### src/hdl/msg_settings.svh
`ifndef MSG_SETTINGS_SVH
`define MSG_SETTINGS_SVH

// destination address width
`define MSG_ADDR_W 4

// data and redundancy width
`define MSG_DATA_W 8

// sink accepts destinations in this range
`define MSG_MIN_ADDR 3
`define MSG_MAX_ADDR 9

// messages each source sends per run
`define MSG_PER_SRC 16

// counter width, must hold 2 x MSG_PER_SRC
`define MSG_CNT_W 8

`endif
### src/hdl/msg_pkg.sv
`include "msg_settings.svh"

package msg_pkg;

	// message fields
	typedef logic [`MSG_ADDR_W-1:0] addr_t;
	typedef logic [`MSG_DATA_W-1:0] data_t;
	// complement of data when the message is good
	typedef logic [`MSG_DATA_W-1:0] red_t;
	typedef logic [0:0] src_id_t;

	// message and sequence counter
	typedef logic [`MSG_CNT_W-1:0] cnt_t;

	// source handshake states
	typedef enum logic [1:0]
	{
		IDLE,
		SEND,
		WAIT_ACK,
		WAIT_REL
	} src_state_t;

	// node output stage states
	typedef enum logic [1:0]
	{
		OUT_IDLE,
		OUT_REQ,
		OUT_REL
	} node_state_t;

endpackage

### src/hdl/msg_chnl_if.sv
`timescale 1ns/1ns

// four-phase req/ack link carrying one message
interface msg_chnl_if;
	import msg_pkg::*;

	// handshake pair
	logic req;
	logic ack;

	// payload, stable while req is high
	src_id_t src;
	addr_t dst;
	data_t dat;
	red_t red;

	// sending end
	modport snd
	(
		output req, src, dst, dat, red,
		input ack
	);

	// receiving end
	modport rcv
	(
		input req, src, dst, dat, red,
		output ack
	);

endinterface

### src/hdl/msg_test_top.sv
`timescale 1ns/1ns
`include "msg_settings.svh"

module msg_test_top
(
	input logic i_clk,
	input logic i_rst,
	input logic i_start,
	input logic i_inject,
	output logic o_busy,
	output logic o_done,
	output logic o_err,
	output logic [7:0] o_rcv_cnt,
	output logic [7:0] o_fst_err_dat
);

	// ignore start while a run is going
	logic start_g;

	assign start_g = i_start && !o_busy;

	// source to node, node to sink
	msg_chnl_if lnk_0 ();
	msg_chnl_if lnk_1 ();
	msg_chnl_if lnk_out ();

	msg_source #(.SRC_ID(1'b0)) u_src0
	(
		.i_clk (i_clk),
		.i_rst (i_rst),
		.i_start (start_g),
		.o_done (),
		.i_inject (1'b0),
		.lnk (lnk_0)
	);

	// error injection on source 1 only
	msg_source #(.SRC_ID(1'b1)) u_src1
	(
		.i_clk (i_clk),
		.i_rst (i_rst),
		.i_start (start_g),
		.o_done (),
		.i_inject (i_inject),
		.lnk (lnk_1)
	);

	msg_merge_node u_node
	(
		.i_clk (i_clk),
		.i_rst (i_rst),
		.in0 (lnk_0),
		.in1 (lnk_1),
		.out (lnk_out)
	);

	// run ends when the sink has taken the last message
	msg_sink #(.MIN_ADDR(`MSG_MIN_ADDR), .MAX_ADDR(`MSG_MAX_ADDR)) u_sink
	(
		.i_clk (i_clk),
		.i_rst (i_rst),
		.i_start (start_g),
		.lnk (lnk_out),
		.o_busy (o_busy),
		.o_done (o_done),
		.o_err (o_err),
		.o_rcv_cnt (o_rcv_cnt),
		.o_fst_err_dat (o_fst_err_dat)
	);

endmodule

### src/hdl/msg_sink.sv
`timescale 1ns/1ns
`include "msg_settings.svh"

module msg_sink
#(
	parameter msg_pkg::addr_t MIN_ADDR = `MSG_MIN_ADDR,
	parameter msg_pkg::addr_t MAX_ADDR = `MSG_MAX_ADDR
)
(
	input logic i_clk,
	input logic i_rst,
	input logic i_start,
	msg_chnl_if.rcv lnk,
	output logic o_busy,
	output logic o_done,
	output logic o_err,
	output msg_pkg::cnt_t o_rcv_cnt,
	output msg_pkg::data_t o_fst_err_dat
);
	import msg_pkg::*;

	// next expected sequence number per source
	cnt_t exp_seq [2];
	// all messages seen this run, good or bad
	cnt_t tot_cnt;

	logic new_msg;
	logic red_ok;
	logic dst_ok;
	logic seq_ok;

	assign new_msg = lnk.req && !lnk.ack;
	assign red_ok = (lnk.red == ~lnk.dat);
	assign dst_ok = (lnk.dst >= MIN_ADDR) && (lnk.dst <= MAX_ADDR);
	// top bit must match the source too
	assign seq_ok = (lnk.dat == {lnk.src, exp_seq[lnk.src][`MSG_DATA_W-2:0]});

	always_ff @(posedge i_clk)
	begin
		if (i_rst)
		begin
			lnk.ack <= 1'b0;
			o_busy <= 1'b0;
			o_done <= 1'b0;
			o_err <= 1'b0;
			o_rcv_cnt <= '0;
			o_fst_err_dat <= '0;
			tot_cnt <= '0;
			exp_seq[0] <= '0;
			exp_seq[1] <= '0;
		end
		else
		begin
			// four-phase receive side
			if (new_msg)
				lnk.ack <= 1'b1;
			else if (lnk.ack && !lnk.req)
				lnk.ack <= 1'b0;

			if (i_start)
			begin
				o_busy <= 1'b1;
				o_done <= 1'b0;
				o_err <= 1'b0;
				o_rcv_cnt <= '0;
				o_fst_err_dat <= '0;
				tot_cnt <= '0;
				exp_seq[0] <= '0;
				exp_seq[1] <= '0;
			end
			else if (new_msg && o_busy)
			begin
				// step past a bad one so it does not cascade
				exp_seq[lnk.src] <= exp_seq[lnk.src] + 1'b1;
				tot_cnt <= tot_cnt + 1'b1;
				if (red_ok && dst_ok && seq_ok)
					o_rcv_cnt <= o_rcv_cnt + 1'b1;
				else if (!o_err)
				begin
					o_err <= 1'b1;
					o_fst_err_dat <= lnk.dat;
				end
				// last message of the run
				if (tot_cnt == cnt_t'(2 * `MSG_PER_SRC - 1))
				begin
					o_busy <= 1'b0;
					o_done <= 1'b1;
				end
			end
		end
	end

endmodule

### src/hdl/msg_merge_node.sv
`timescale 1ns/1ns

module msg_merge_node
(
	input logic i_clk,
	input logic i_rst,
	msg_chnl_if.rcv in0,
	msg_chnl_if.rcv in1,
	msg_chnl_if.snd out
);
	import msg_pkg::*;

	// capture register between the stages
	logic cap_vld;
	src_id_t cap_src;
	addr_t cap_dst;
	data_t cap_dat;
	red_t cap_red;

	// input served last, loses the next tie
	logic last_in;

	node_state_t out_st;

	// new requests not yet acknowledged
	logic pend0;
	logic pend1;
	logic gnt0;
	logic gnt1;
	// output stage takes the capture
	logic take;

	assign pend0 = in0.req && !in0.ack;
	assign pend1 = in1.req && !in1.ack;
	// grant only into an empty capture
	assign gnt0 = !cap_vld && pend0 && (!pend1 || last_in);
	assign gnt1 = !cap_vld && pend1 && (!pend0 || !last_in);
	assign take = cap_vld && (out_st == OUT_IDLE);

	// input stage
	always_ff @(posedge i_clk)
	begin
		if (i_rst)
		begin
			cap_vld <= 1'b0;
			last_in <= 1'b1;
			in0.ack <= 1'b0;
			in1.ack <= 1'b0;
		end
		else
		begin
			// drop ack once the sender released req
			if (in0.ack && !in0.req)
				in0.ack <= 1'b0;
			if (in1.ack && !in1.req)
				in1.ack <= 1'b0;
			if (gnt0)
			begin
				in0.ack <= 1'b1;
				last_in <= 1'b0;
				cap_vld <= 1'b1;
			end
			else if (gnt1)
			begin
				in1.ack <= 1'b1;
				last_in <= 1'b1;
				cap_vld <= 1'b1;
			end
			else if (take)
				cap_vld <= 1'b0;
		end
	end

	// capture payload, no reset
	always_ff @(posedge i_clk)
	begin
		if (gnt0)
		begin
			cap_src <= in0.src;
			cap_dst <= in0.dst;
			cap_dat <= in0.dat;
			cap_red <= in0.red;
		end
		else if (gnt1)
		begin
			cap_src <= in1.src;
			cap_dst <= in1.dst;
			cap_dat <= in1.dat;
			cap_red <= in1.red;
		end
	end

	// output stage, runs the outgoing handshake
	always_ff @(posedge i_clk)
	begin
		if (i_rst)
		begin
			out_st <= OUT_IDLE;
			out.req <= 1'b0;
		end
		else
		begin
			case (out_st)
				OUT_IDLE:
				begin
					if (take)
					begin
						// fields pass through untouched
						out.src <= cap_src;
						out.dst <= cap_dst;
						out.dat <= cap_dat;
						out.red <= cap_red;
						out.req <= 1'b1;
						out_st <= OUT_REQ;
					end
				end
				OUT_REQ:
				begin
					if (out.ack)
					begin
						out.req <= 1'b0;
						out_st <= OUT_REL;
					end
				end
				OUT_REL:
				begin
					// wait for ack low before the next req
					if (!out.ack)
						out_st <= OUT_IDLE;
				end
				default: out_st <= OUT_IDLE;
			endcase
		end
	end

endmodule

### src/hdl/msg_source.sv
`timescale 1ns/1ns
`include "msg_settings.svh"

module msg_source
#(
	parameter msg_pkg::src_id_t SRC_ID = 1'b0
)
(
	input logic i_clk,
	input logic i_rst,
	input logic i_start,
	output logic o_done,
	input logic i_inject,
	msg_chnl_if.snd lnk
);
	import msg_pkg::*;

	src_state_t state;
	// sequence number of the message in flight
	cnt_t seq;
	// next message gets a bad redundancy byte
	logic inj_armed;
	data_t nxt_dat;

	// source id in the top bit, sequence below
	assign nxt_dat = {SRC_ID, seq[`MSG_DATA_W-2:0]};

	always_ff @(posedge i_clk)
	begin
		if (i_rst)
		begin
			state <= IDLE;
			seq <= '0;
			inj_armed <= 1'b0;
			o_done <= 1'b0;
			lnk.req <= 1'b0;
		end
		else
		begin
			o_done <= 1'b0;
			// arm only while a run is going
			if (i_inject && state != IDLE)
				inj_armed <= 1'b1;
			case (state)
				IDLE:
				begin
					inj_armed <= 1'b0;
					if (i_start)
					begin
						seq <= '0;
						lnk.dst <= addr_t'(`MSG_MIN_ADDR);
						state <= SEND;
					end
				end
				SEND:
				begin
					// fields and req together, ack is low here
					lnk.src <= SRC_ID;
					lnk.dat <= nxt_dat;
					lnk.red <= inj_armed ? nxt_dat : ~nxt_dat;
					inj_armed <= i_inject;
					lnk.req <= 1'b1;
					state <= WAIT_ACK;
				end
				WAIT_ACK:
				begin
					// back-pressure holds us here
					if (lnk.ack)
					begin
						lnk.req <= 1'b0;
						state <= WAIT_REL;
					end
				end
				WAIT_REL:
				begin
					if (!lnk.ack)
					begin
						if (seq == cnt_t'(`MSG_PER_SRC - 1))
						begin
							o_done <= 1'b1;
							state <= IDLE;
						end
						else
						begin
							seq <= seq + 1'b1;
							// walk the destination range
							if (lnk.dst == addr_t'(`MSG_MAX_ADDR))
								lnk.dst <= addr_t'(`MSG_MIN_ADDR);
							else
								lnk.dst <= lnk.dst + 1'b1;
							state <= SEND;
						end
					end
				end
				default: state <= IDLE;
			endcase
		end
	end

endmodule

### config.mk
export PLATFORM = sky130hd
export DESIGN_NAME = msg_test_top
export DESIGN_NICKNAME = d
export VERILOG_FILES = /design/src/hdl/msg_pkg.sv /design/src/hdl/msg_chnl_if.sv /design/src/hdl/msg_test_top.sv /design/src/hdl/msg_sink.sv /design/src/hdl/msg_merge_node.sv /design/src/hdl/msg_source.sv
export VERILOG_INCLUDE_DIRS = /design/src /design/src/hdl
export SDC_FILE = /design/constraint.sdc
export NUM_CORES = 1
export LEC_CHECK = 0
export ABC_CLOCK_PERIOD_IN_PS = 5900
export BUFFER_PORTS_ARGS = -buffer_cell sky130_fd_sc_hd__buf_4
export CAP_MARGIN = 5
export CORE_UTILIZATION = 66
export DETAILED_ROUTE_END_ITERATION = 10
export PLACE_DENSITY = 0.84
export SKIP_CTS_REPAIR_TIMING = 1
export SLEW_MARGIN = 5
export SYNTH_ARGS = -nofsm -noshare
export SYNTH_HDL_FRONTEND = slang
export SYNTH_SLANG_ARGS = --single-unit
### constraint.sdc
create_clock -name i_clk -period 5.9 [get_ports i_clk]
set_input_delay 0.59 -clock i_clk [delete_from_list [all_inputs] [get_ports i_clk]]
set_output_delay 0.59 -clock i_clk [all_outputs]
set_load 0.01 [all_outputs]
Word level (Yosys, flattened, before mapping)
Memories as Yosys holds them, arrays and structs flattened. A register that Yosys moved wholly into a read port is not among the register bits. Cells that the tools add are included.

Logic and storage cells: 222. Memory bits (writable): 16. Memories kept: 1. Input port bits: 4. Output and inout bits: 19. Flip-flop bits (word level): 138.

Memory list: u_sink.exp_seq (words 2, bits a word 8, read ports 1, clocked after memory_dff 1, wr ports 2, RTL line msg_sink.sv:23) `cnt_t exp_seq [2];`.

Mux-type cells: 75. Reductions and logical operators: 66. Eq/ne operators: 26. Magnitude comparators: 2. Bitwise gates (word level): 8. $add $sub $neg: 7.

Operator list (number): 8-bit two-way mux (11); 8-bit by 1-bit adder with 8-bit output, second input constant (5); 4-bit two-way mux (9); 1-bit two-way mux (34); 8-bit one-hot mux with 2 select lines (2); 2-bit nonzero test (11); 3-bit AND reduction (6); 1-bit logical AND (17); 8-bit by 4-bit == test with 1-bit output, second input constant (2); 8-bit == test (2); 2-bit two-way mux (8); 8-bit inverter (2); 2-bit one-hot mux with 4 select lines (2); 4-bit one-hot mux with 2 select lines (2); 2-bit AND reduction (8); 7-bit two-way mux (2); 2-bit inequality test, second input constant (7); 1-bit zero test (11); 2-bit == test, second input constant (5); 5-bit AND reduction (2); 4-bit by 1-bit adder with 4-bit output, second input constant (2); 4-bit == test, second input constant (2); 8-bit by 5-bit == test with 1-bit output, second input constant (1); 2-bit by 1-bit inequality test with 1-bit output, second input constant (4); other kinds (14) (27).

Depth between registers and ports, before layout
Gate-level depths: netlist (run 1).

Depth after elaboration: 9. Gate-level depth with buffers: 9. Gate-level depth less buffers: 8.

Modules after synthesis
A second synthesis (run 1) with hierarchy kept.

Cell total of the unflattened synthesis: 611. Area total of the unflattened synthesis: 7236.9 um2.

By module, submodules not included: msg_sink (instances 1, sequential area each 980.9 um2, area an instance 2327.2 um2, cells each 254); msg_merge_node (instances 1, sequential area each 1401.3 um2, area an instance 1918.1 um2, cells each 100); msg_source (u_src0) (instances 1, sequential area each 830.8 um2, area an instance 1488.9 um2, cells each 128); msg_source (u_src1) (instances 1, sequential area each 830.8 um2, area an instance 1485.2 um2, cells each 127); msg_test_top (instances 1, sequential area each 0.0 um2, area an instance 17.5 um2, cells each 2).

Worst setup path before layout (run 1)
No wires, ideal clock.

Path kind: input to register. Start: input i_rst. End: register with a tool-made name. Arrival time: 2.599 ns. Stages on the path: 2. Path slack: 3.180 ns. Buffers on the path: 0. Setup time: 0.121 ns. Data required time: 5.779 ns. Cell sequence: nor3_1 -> mux2_2.

RTL lines: start: declaration (RTL line msg_test_top.sv:7) `input logic i_rst,`.

==> results_dict.tcl, run 1 <==
set metrics [dict create \
    p_int_mw 2.21 \
    drc 0 \
    synth_cell_types 44 \
    cp_data_required_time_ps 6340 \
    drive_above_1_share_pct 14.2 \
    grt_max_degree 27 \
    top_register "u_sink.exp_seq" \
    synth_edf_count 93 \
    initial_utilization_pct 69.2 \
    grt_pass1_vias 4061 \
    clkPwrFrac_pct 32.6 \
    period_share_pct 50.9 \
    clock-sinks 152 \
    gp_congestion 0.861 \
    seq_power_share_pct 48.7 \
    postSynthAreaPerCell_sq_um 11.8 \
    critPathMaxFanout 14 \
    dr.pass1.iters 4 \
    vias 4171 \
    largest_reg_flops 14 \
    fp-row-count 35 \
    syn_area_sq_um 6520 \
    final_nets 603 \
    slew_headroom_pct 25.4 \
    yosys.area.top_type "edfxtp_1" \
    final_area_sq_um 7360 \
    use_met3_pct 5.80 \
    viasPerCell 5.79 \
    ys_seq_elements 152 \
    io_buffers 22 \
    fin_setup_tns_ps 0 \
    overflow 0 \
    ys_seq_area_share_pct 61.0 \
    die_area_sq_um 10300 \
    p_per_area_nw_per_um2 419 \
    slew_viol_final 0 \
    hp-class "input port to register" \
    hpwl_microns 7810 \
    comb_power_share_pct 18.7 \
    cts-root-buf "clkbuf_8" \
    fin_skew_ps 7.59 \
    yosys_warnings 0 \
    synth_most_common_cell "edfxtp_1" \
    hold_depth 3 \
    layout_min_cycle_time_ps 3000 \
    cts_tree "done" \
    worstSetupPathType "register to register" \
    drt_iter0_markers 192 \
    r2r_cells 6 \
    grtUsageMet1_pct 28.5 \
    fp.dieH_microns 101 \
    synth_top_area_share_pct 42.9 \
    synth_area_leaders "edfxtp_1 43%, dfxtp_1 18%, xnor2_1 3.9%, ha_1 3.6%, mux2_2 3.5%" \
    grtUsageTotal_pct 25.5 \
    routedWlPerCell_microns 16.3 \
    drt-total-wl_microns 11700 \
    met2_usage_pct 45.7 \
    p_leak_nw 2.55 \
    cts_made_buffers 17 \
    timing.fmax_mhz 333 \
    synthFlopType "edfxtp_1" \
    worstMarginPinSlew_ps 1120 \
    io_pins 23 \
    fillers 574 \
    diodes 0 \
    htreeDepth 4 \
    post_dp_cell_area_sq_um 6820 \
    ir_drop_mv 0.286 \
    synthCells 551 \
    postRouteAntennaNets 0 \
    synth_nets 574 \
    insertion_delay_ps 530 \
    synthArstFlopShare_pct 0 \
    syn2layout_area_growth_pct 13.0 \
    finalHoldViolCount 0 \
    coreArea_sq_um 9420 \
    status "complete, no violations" \
    swShare_pct 28.4 \
    rsz0062_at_grt "no" \
    setup-violations-final 0 \
    start_kind "register" \
    cap_violations 0 \
    power_switching_uw 877 \
    endpoint_kind "register" \
    netlist_top_cells_count "93 x edfxtp_1, 60 x nor2_1, 59 x dfxtp_1" \
    antenna_found_initial 0 \
    crit_arrival_ps 3440 \
    grt_pass1_wl_microns 19400 \
    clkTransAtPathRegs_ps 60 \
    top_usage_layer "met2" \
    power.total_mw 3.09 \
    cts_buffer_depth 2 \
    die_w_microns 101 \
]
metrics by stage:
step	std cells	hold WS, ps	util, %	setup slack (ps)
6_report	721	361	78.2	2900
5_1_grt	721	375	78.2	2720
4_1_cts	721	347	78.2	2930
3_5_place_dp	690	405	72.4	2990
3_3_place_gp	690	402	72.4	3140
2_1_floorplan	551	400	-	3180
placed cells by master (no fill, tap or decap), drive strengths merged, types with 2 or more instances in the layout:
| cell | instances |
|---|---|
| a211oi | 3 |
| a21oi | 31 |
| a221oi | 4 |
| a31oi | 2 |
| and2 | 4 |
| and3 | 2 |
| buf | 26 |
| bufinv | 2 |
| clkbuf | 17 |
| clkinv | 8 |
| clkinvlp | 2 |
| dfxtp | 59 |
| edfxtp | 93 |
| ha | 19 |
| inv | 25 |
| mux2 | 20 |
| mux2i | 11 |
| nand2 | 41 |
| nand2b | 6 |
| nand3 | 8 |
| nand3b | 8 |
| nand4 | 9 |
| nor2 | 60 |
| nor2b | 13 |
| nor3 | 9 |
| nor3b | 4 |
| nor4 | 6 |
| o211ai | 5 |
| o21a | 2 |
| o21ai | 23 |
| o31ai | 2 |
| or3 | 9 |
| or4 | 2 |
| xnor2 | 29 |
| xor2 | 21 |
cell type report:
type / instances / area [sq um] / share of cell area [%]
well taps: 129 / 161 / 2.19
clock buffers: 17 / 414 / 5.62
clock inverters: 14 / 133 / 1.80
flip-flops and latches: 152 / 3970 / 54.0
repair buffers: 26 / 195 / 2.65
inverters: 23 / 86.3 / 1.17
multi-input cells: 360 / 2400 / 32.6
critical path: stages (launching register included):
cell and delay (ps):
dfxtp_1 660, mux2_2 450, xor2_1 160, nor4_2 250
nand4_1 530, or4_1 690, a21oi_1 170
cells by family after synthesis:
| logic type | after synthesis | synth area share, % |
|---|---|---|
| AND/OR/NAND/NOR | 183 | 14.0 |
| multiplexers | 31 | 5.32 |
| AO/OA/AOI/OAI | 77 | 6.93 |
| XOR/XNOR | 50 | 6.72 |
| adder cells (fa/ha/maj) | 19 | 3.65 |
| flip-flops | 152 | 61.0 |
| buffers and inverters | 39 | 2.40 |
power groups by stage:
stage                     Combinational [mW]  Sequential, mW  Clock, mW
after global routing                   0.647            1.52       1.06
after global placement                 0.547            1.51          0
after CTS                              0.580            1.50       1.01
final                                  0.576            1.50       1.01
after detailed placement               0.572            1.52          0
after floorplan                        0.467            1.47          0
metal layers:
layer | vias up | wire (microns)
met3 | 26 | 481
li1 | 2012 | -
met5 | - | 0
met4 | 0 | 297
met2 | 113 | 6130
met1 | 2020 | 4810
final timing paths:
| kind | end | slack [ps] | from |
|---|---|---|---|
| setup reg to reg | u_sink.o_rcv_cnt[5]$_SDFFE_PP0P_ | 2900 | register |
| hold reg to reg | u_node.out.red[7]$_DFFE_PP_ | 420 | u_node.cap_red[7]$_SDFFCE_PP1P_ |
| hold / removal | u_src1.inj_armed$_SDFFE_PP0P_ | 360 | i_inject |
| setup / recovery | u_sink.o_rcv_cnt[5]$_SDFFE_PP0P_ | 2900 | register |
(Power assumes the default switching activity.)
==> inputs of run 2 (changes only) <==
Settings changed: ABC_CLOCK_PERIOD_IN_PS 5900 to 2900, CORE_UTILIZATION 66 to 61, PLACE_DENSITY 0.84 to 0.79.
Clock period 5.9 ns to 2.9 ns, I/O delays scaled along.
==> run 2 against run 1 <==
Flip-flop and latch count did not move. Largest cell class unchanged. Clock skew up 6.8 ps. Register-to-register slack worse by 2600 ps. Hold slack worse by 280 ps. Die area is 8.0% higher. Wire length grew 1.7%. Total power increased by 110%. Utilization decreased by 5.8 points.
==> results_dict.tcl, run 2 (synthesized netlist as in run 1, its figures left out) <==
set metrics [dict create \
    fillers 681 \
    register_area_sq_um 3970 \
    swShare_pct 27.3 \
    fp.dieH_microns 105 \
    dr.pass1.iters 4 \
    cts-root-buf "clkbuf_8" \
    mostFrequentLayoutCells "93 x edfxtp_1, 60 x nor2_1, 59 x dfxtp_1" \
    clkTransAtPathRegs_ps 60 \
    gp_congestion 0.799 \
    grt_pass1_vias 4182 \
    clkPwrFrac_pct 35.6 \
    slew_headroom_pct 42.8 \
    diodes 0 \
    final_area_sq_um 7470 \
    status "complete, no violations" \
    postRouteAntennaNets 0 \
    top_register "u_sink.exp_seq" \
    final_nets 605 \
    cp_cell_sequence "mux2i_2 > xnor2_1 > nor4_2 > nand4_1 > buf_4 > or3_1 > a21oi_1" \
    slew_viol_final 0 \
    hp-class "input port to register" \
    finalHoldViolCount 0 \
    timing.fmax_mhz 385 \
    ir_drop_mv 0.631 \
    overflow 0 \
    drc 0 \
    drt-total-wl_microns 11900 \
    htreeDepth 4 \
    insertion_delay_ps 530 \
    clock-sinks 152 \
    power_switching_mw 1.80 \
    antenna_found_initial 0 \
    setup-violations-final 0 \
    seq_power_share_pct 46.2 \
    crit_arrival_ps 3030 \
    multi_input_area_sq_um 2400 \
    cts_made_buffers 17 \
    cap_violations 0 \
    io_buffers 22 \
    fin_setup_tns_ps 0 \
    die_area_sq_um 11100 \
    initial_utilization_pct 63.1 \
    viasPerCell 5.63 \
    cts_buffer_depth 2 \
    cp_data_required_time_ps 3330 \
    cts_tree "done" \
    largest_reg_flops 14 \
    worstSetupPathType "register to register" \
    routedWlPerCell_microns 16.3 \
    crit_path_max_incr_delay_ps 680 \
    drt_iter0_markers 171 \
    grtUsageTotal_pct 23.0 \
    comb_power_share_pct 18.3 \
    period_share_pct 89.6 \
    drive_above_1_share_pct 14.8 \
    p_leak_nw 2.60 \
    p_int_mw 4.79 \
    worstMarginPinSlew_ps 856 \
    fin_skew_ps 14.4 \
    endpoint_kind "register" \
    fp-row-count 37 \
    vias 4119 \
    hpwl_microns 8010 \
    timing.hold.ws_ps 79.6 \
    layout_min_cycle_time_ps 2600 \
    critPathMaxFanout 12 \
    coreArea_sq_um 10300 \
    die_w_microns 105 \
    p_per_area_nw_per_um2 882 \
    final_common_cell "edfxtp_1" \
    crit_family "simple AND/OR/NAND/NOR gates" \
    syn2layout_area_growth_pct 14.7 \
    slowest_stage "dfxtp_1" \
    grt_max_degree 27 \
    grt_pass1_wl_microns 19500 \
    post_dp_cell_area_sq_um 6840 \
    rsz0062_at_grt "no" \
    start_kind "register" \
    io_pins 23 \
    cp_num_buf_inv 1 \
]
## run 2: cell types whose count changed in the layout (fill, tap and decap cells not counted), sizes merged
| cell | change |
|---|---|
| buf | +2 |
| bufinv | +3 |
| clkbuf | +2 |
| clkinv | -1 |
| clkinvlp | -1 |
| inv | -2 |
## run 2: area by class of cell
type	instances	area share, %
multi-input combinational	360	32.1
tap	136	2.28
clock inverter	13	2.71
sequential	152	53.2
timing repair buffer	28	2.81
inverter	23	1.16
clock buffer	19	5.78
## run 2: tightest hold or removal path: cells and delay by family
| family | cells | cell delay [ps] |
|---|---|---|
| AO/OA/AOI/OAI | 2 | 190 |
| buffers and inverters | 1 | 80 |
## run 2: power by group through the flow
stage | combinational (mW) | sequential (mW) | clock (mW)
global route | 1.33 | 3.08 | 2.46
CTS | 1.21 | 3.04 | 2.37
finish | 1.20 | 3.04 | 2.34
global placement | 1.13 | 3.06 | 0
floorplan | 0.950 | 3.00 | 0
detailed placement | 1.19 | 3.08 | 0
## run 2: routing by layer
layer	up-vias	track usage, %	wire [microns]
li1	2020	-	-
met1	2014	25.9	5100
met2	72	41.4	6300
met3	13	4.64	381
met4	0	11.0	138
met5	-	0	0
## run 2: path summary, 6_finish.rpt
check	startpoint	end	slack (ps)	cells after the start
setup / recovery	register	u_sink.o_rcv_cnt[4]$_SDFFE_PP0P_	300	7
hold / removal	i_inject	u_src1.inj_armed$_SDFFE_PP0P_	80	3
hold reg to reg	u_node.cap_red[0]$_DFFE_PP_	u_node.out.red[0]$_DFFE_PP_	420	0
setup reg to reg	register	u_sink.o_rcv_cnt[4]$_SDFFE_PP0P_	300	7
## run 2: per-stage QoR
step / total power, mW / utilization [%] / setup slack, ps / std cells
floorplan: 3.95 / - / 316 / 551
global placement: 4.19 / 66.3 / 498 / 699
detailed placement: 4.28 / 66.3 / 333 / 699
CTS: 6.62 / 72.4 / 310 / 731
global route: 6.87 / 72.4 / 145 / 731
finish: 6.59 / 72.4 / 301 / 731
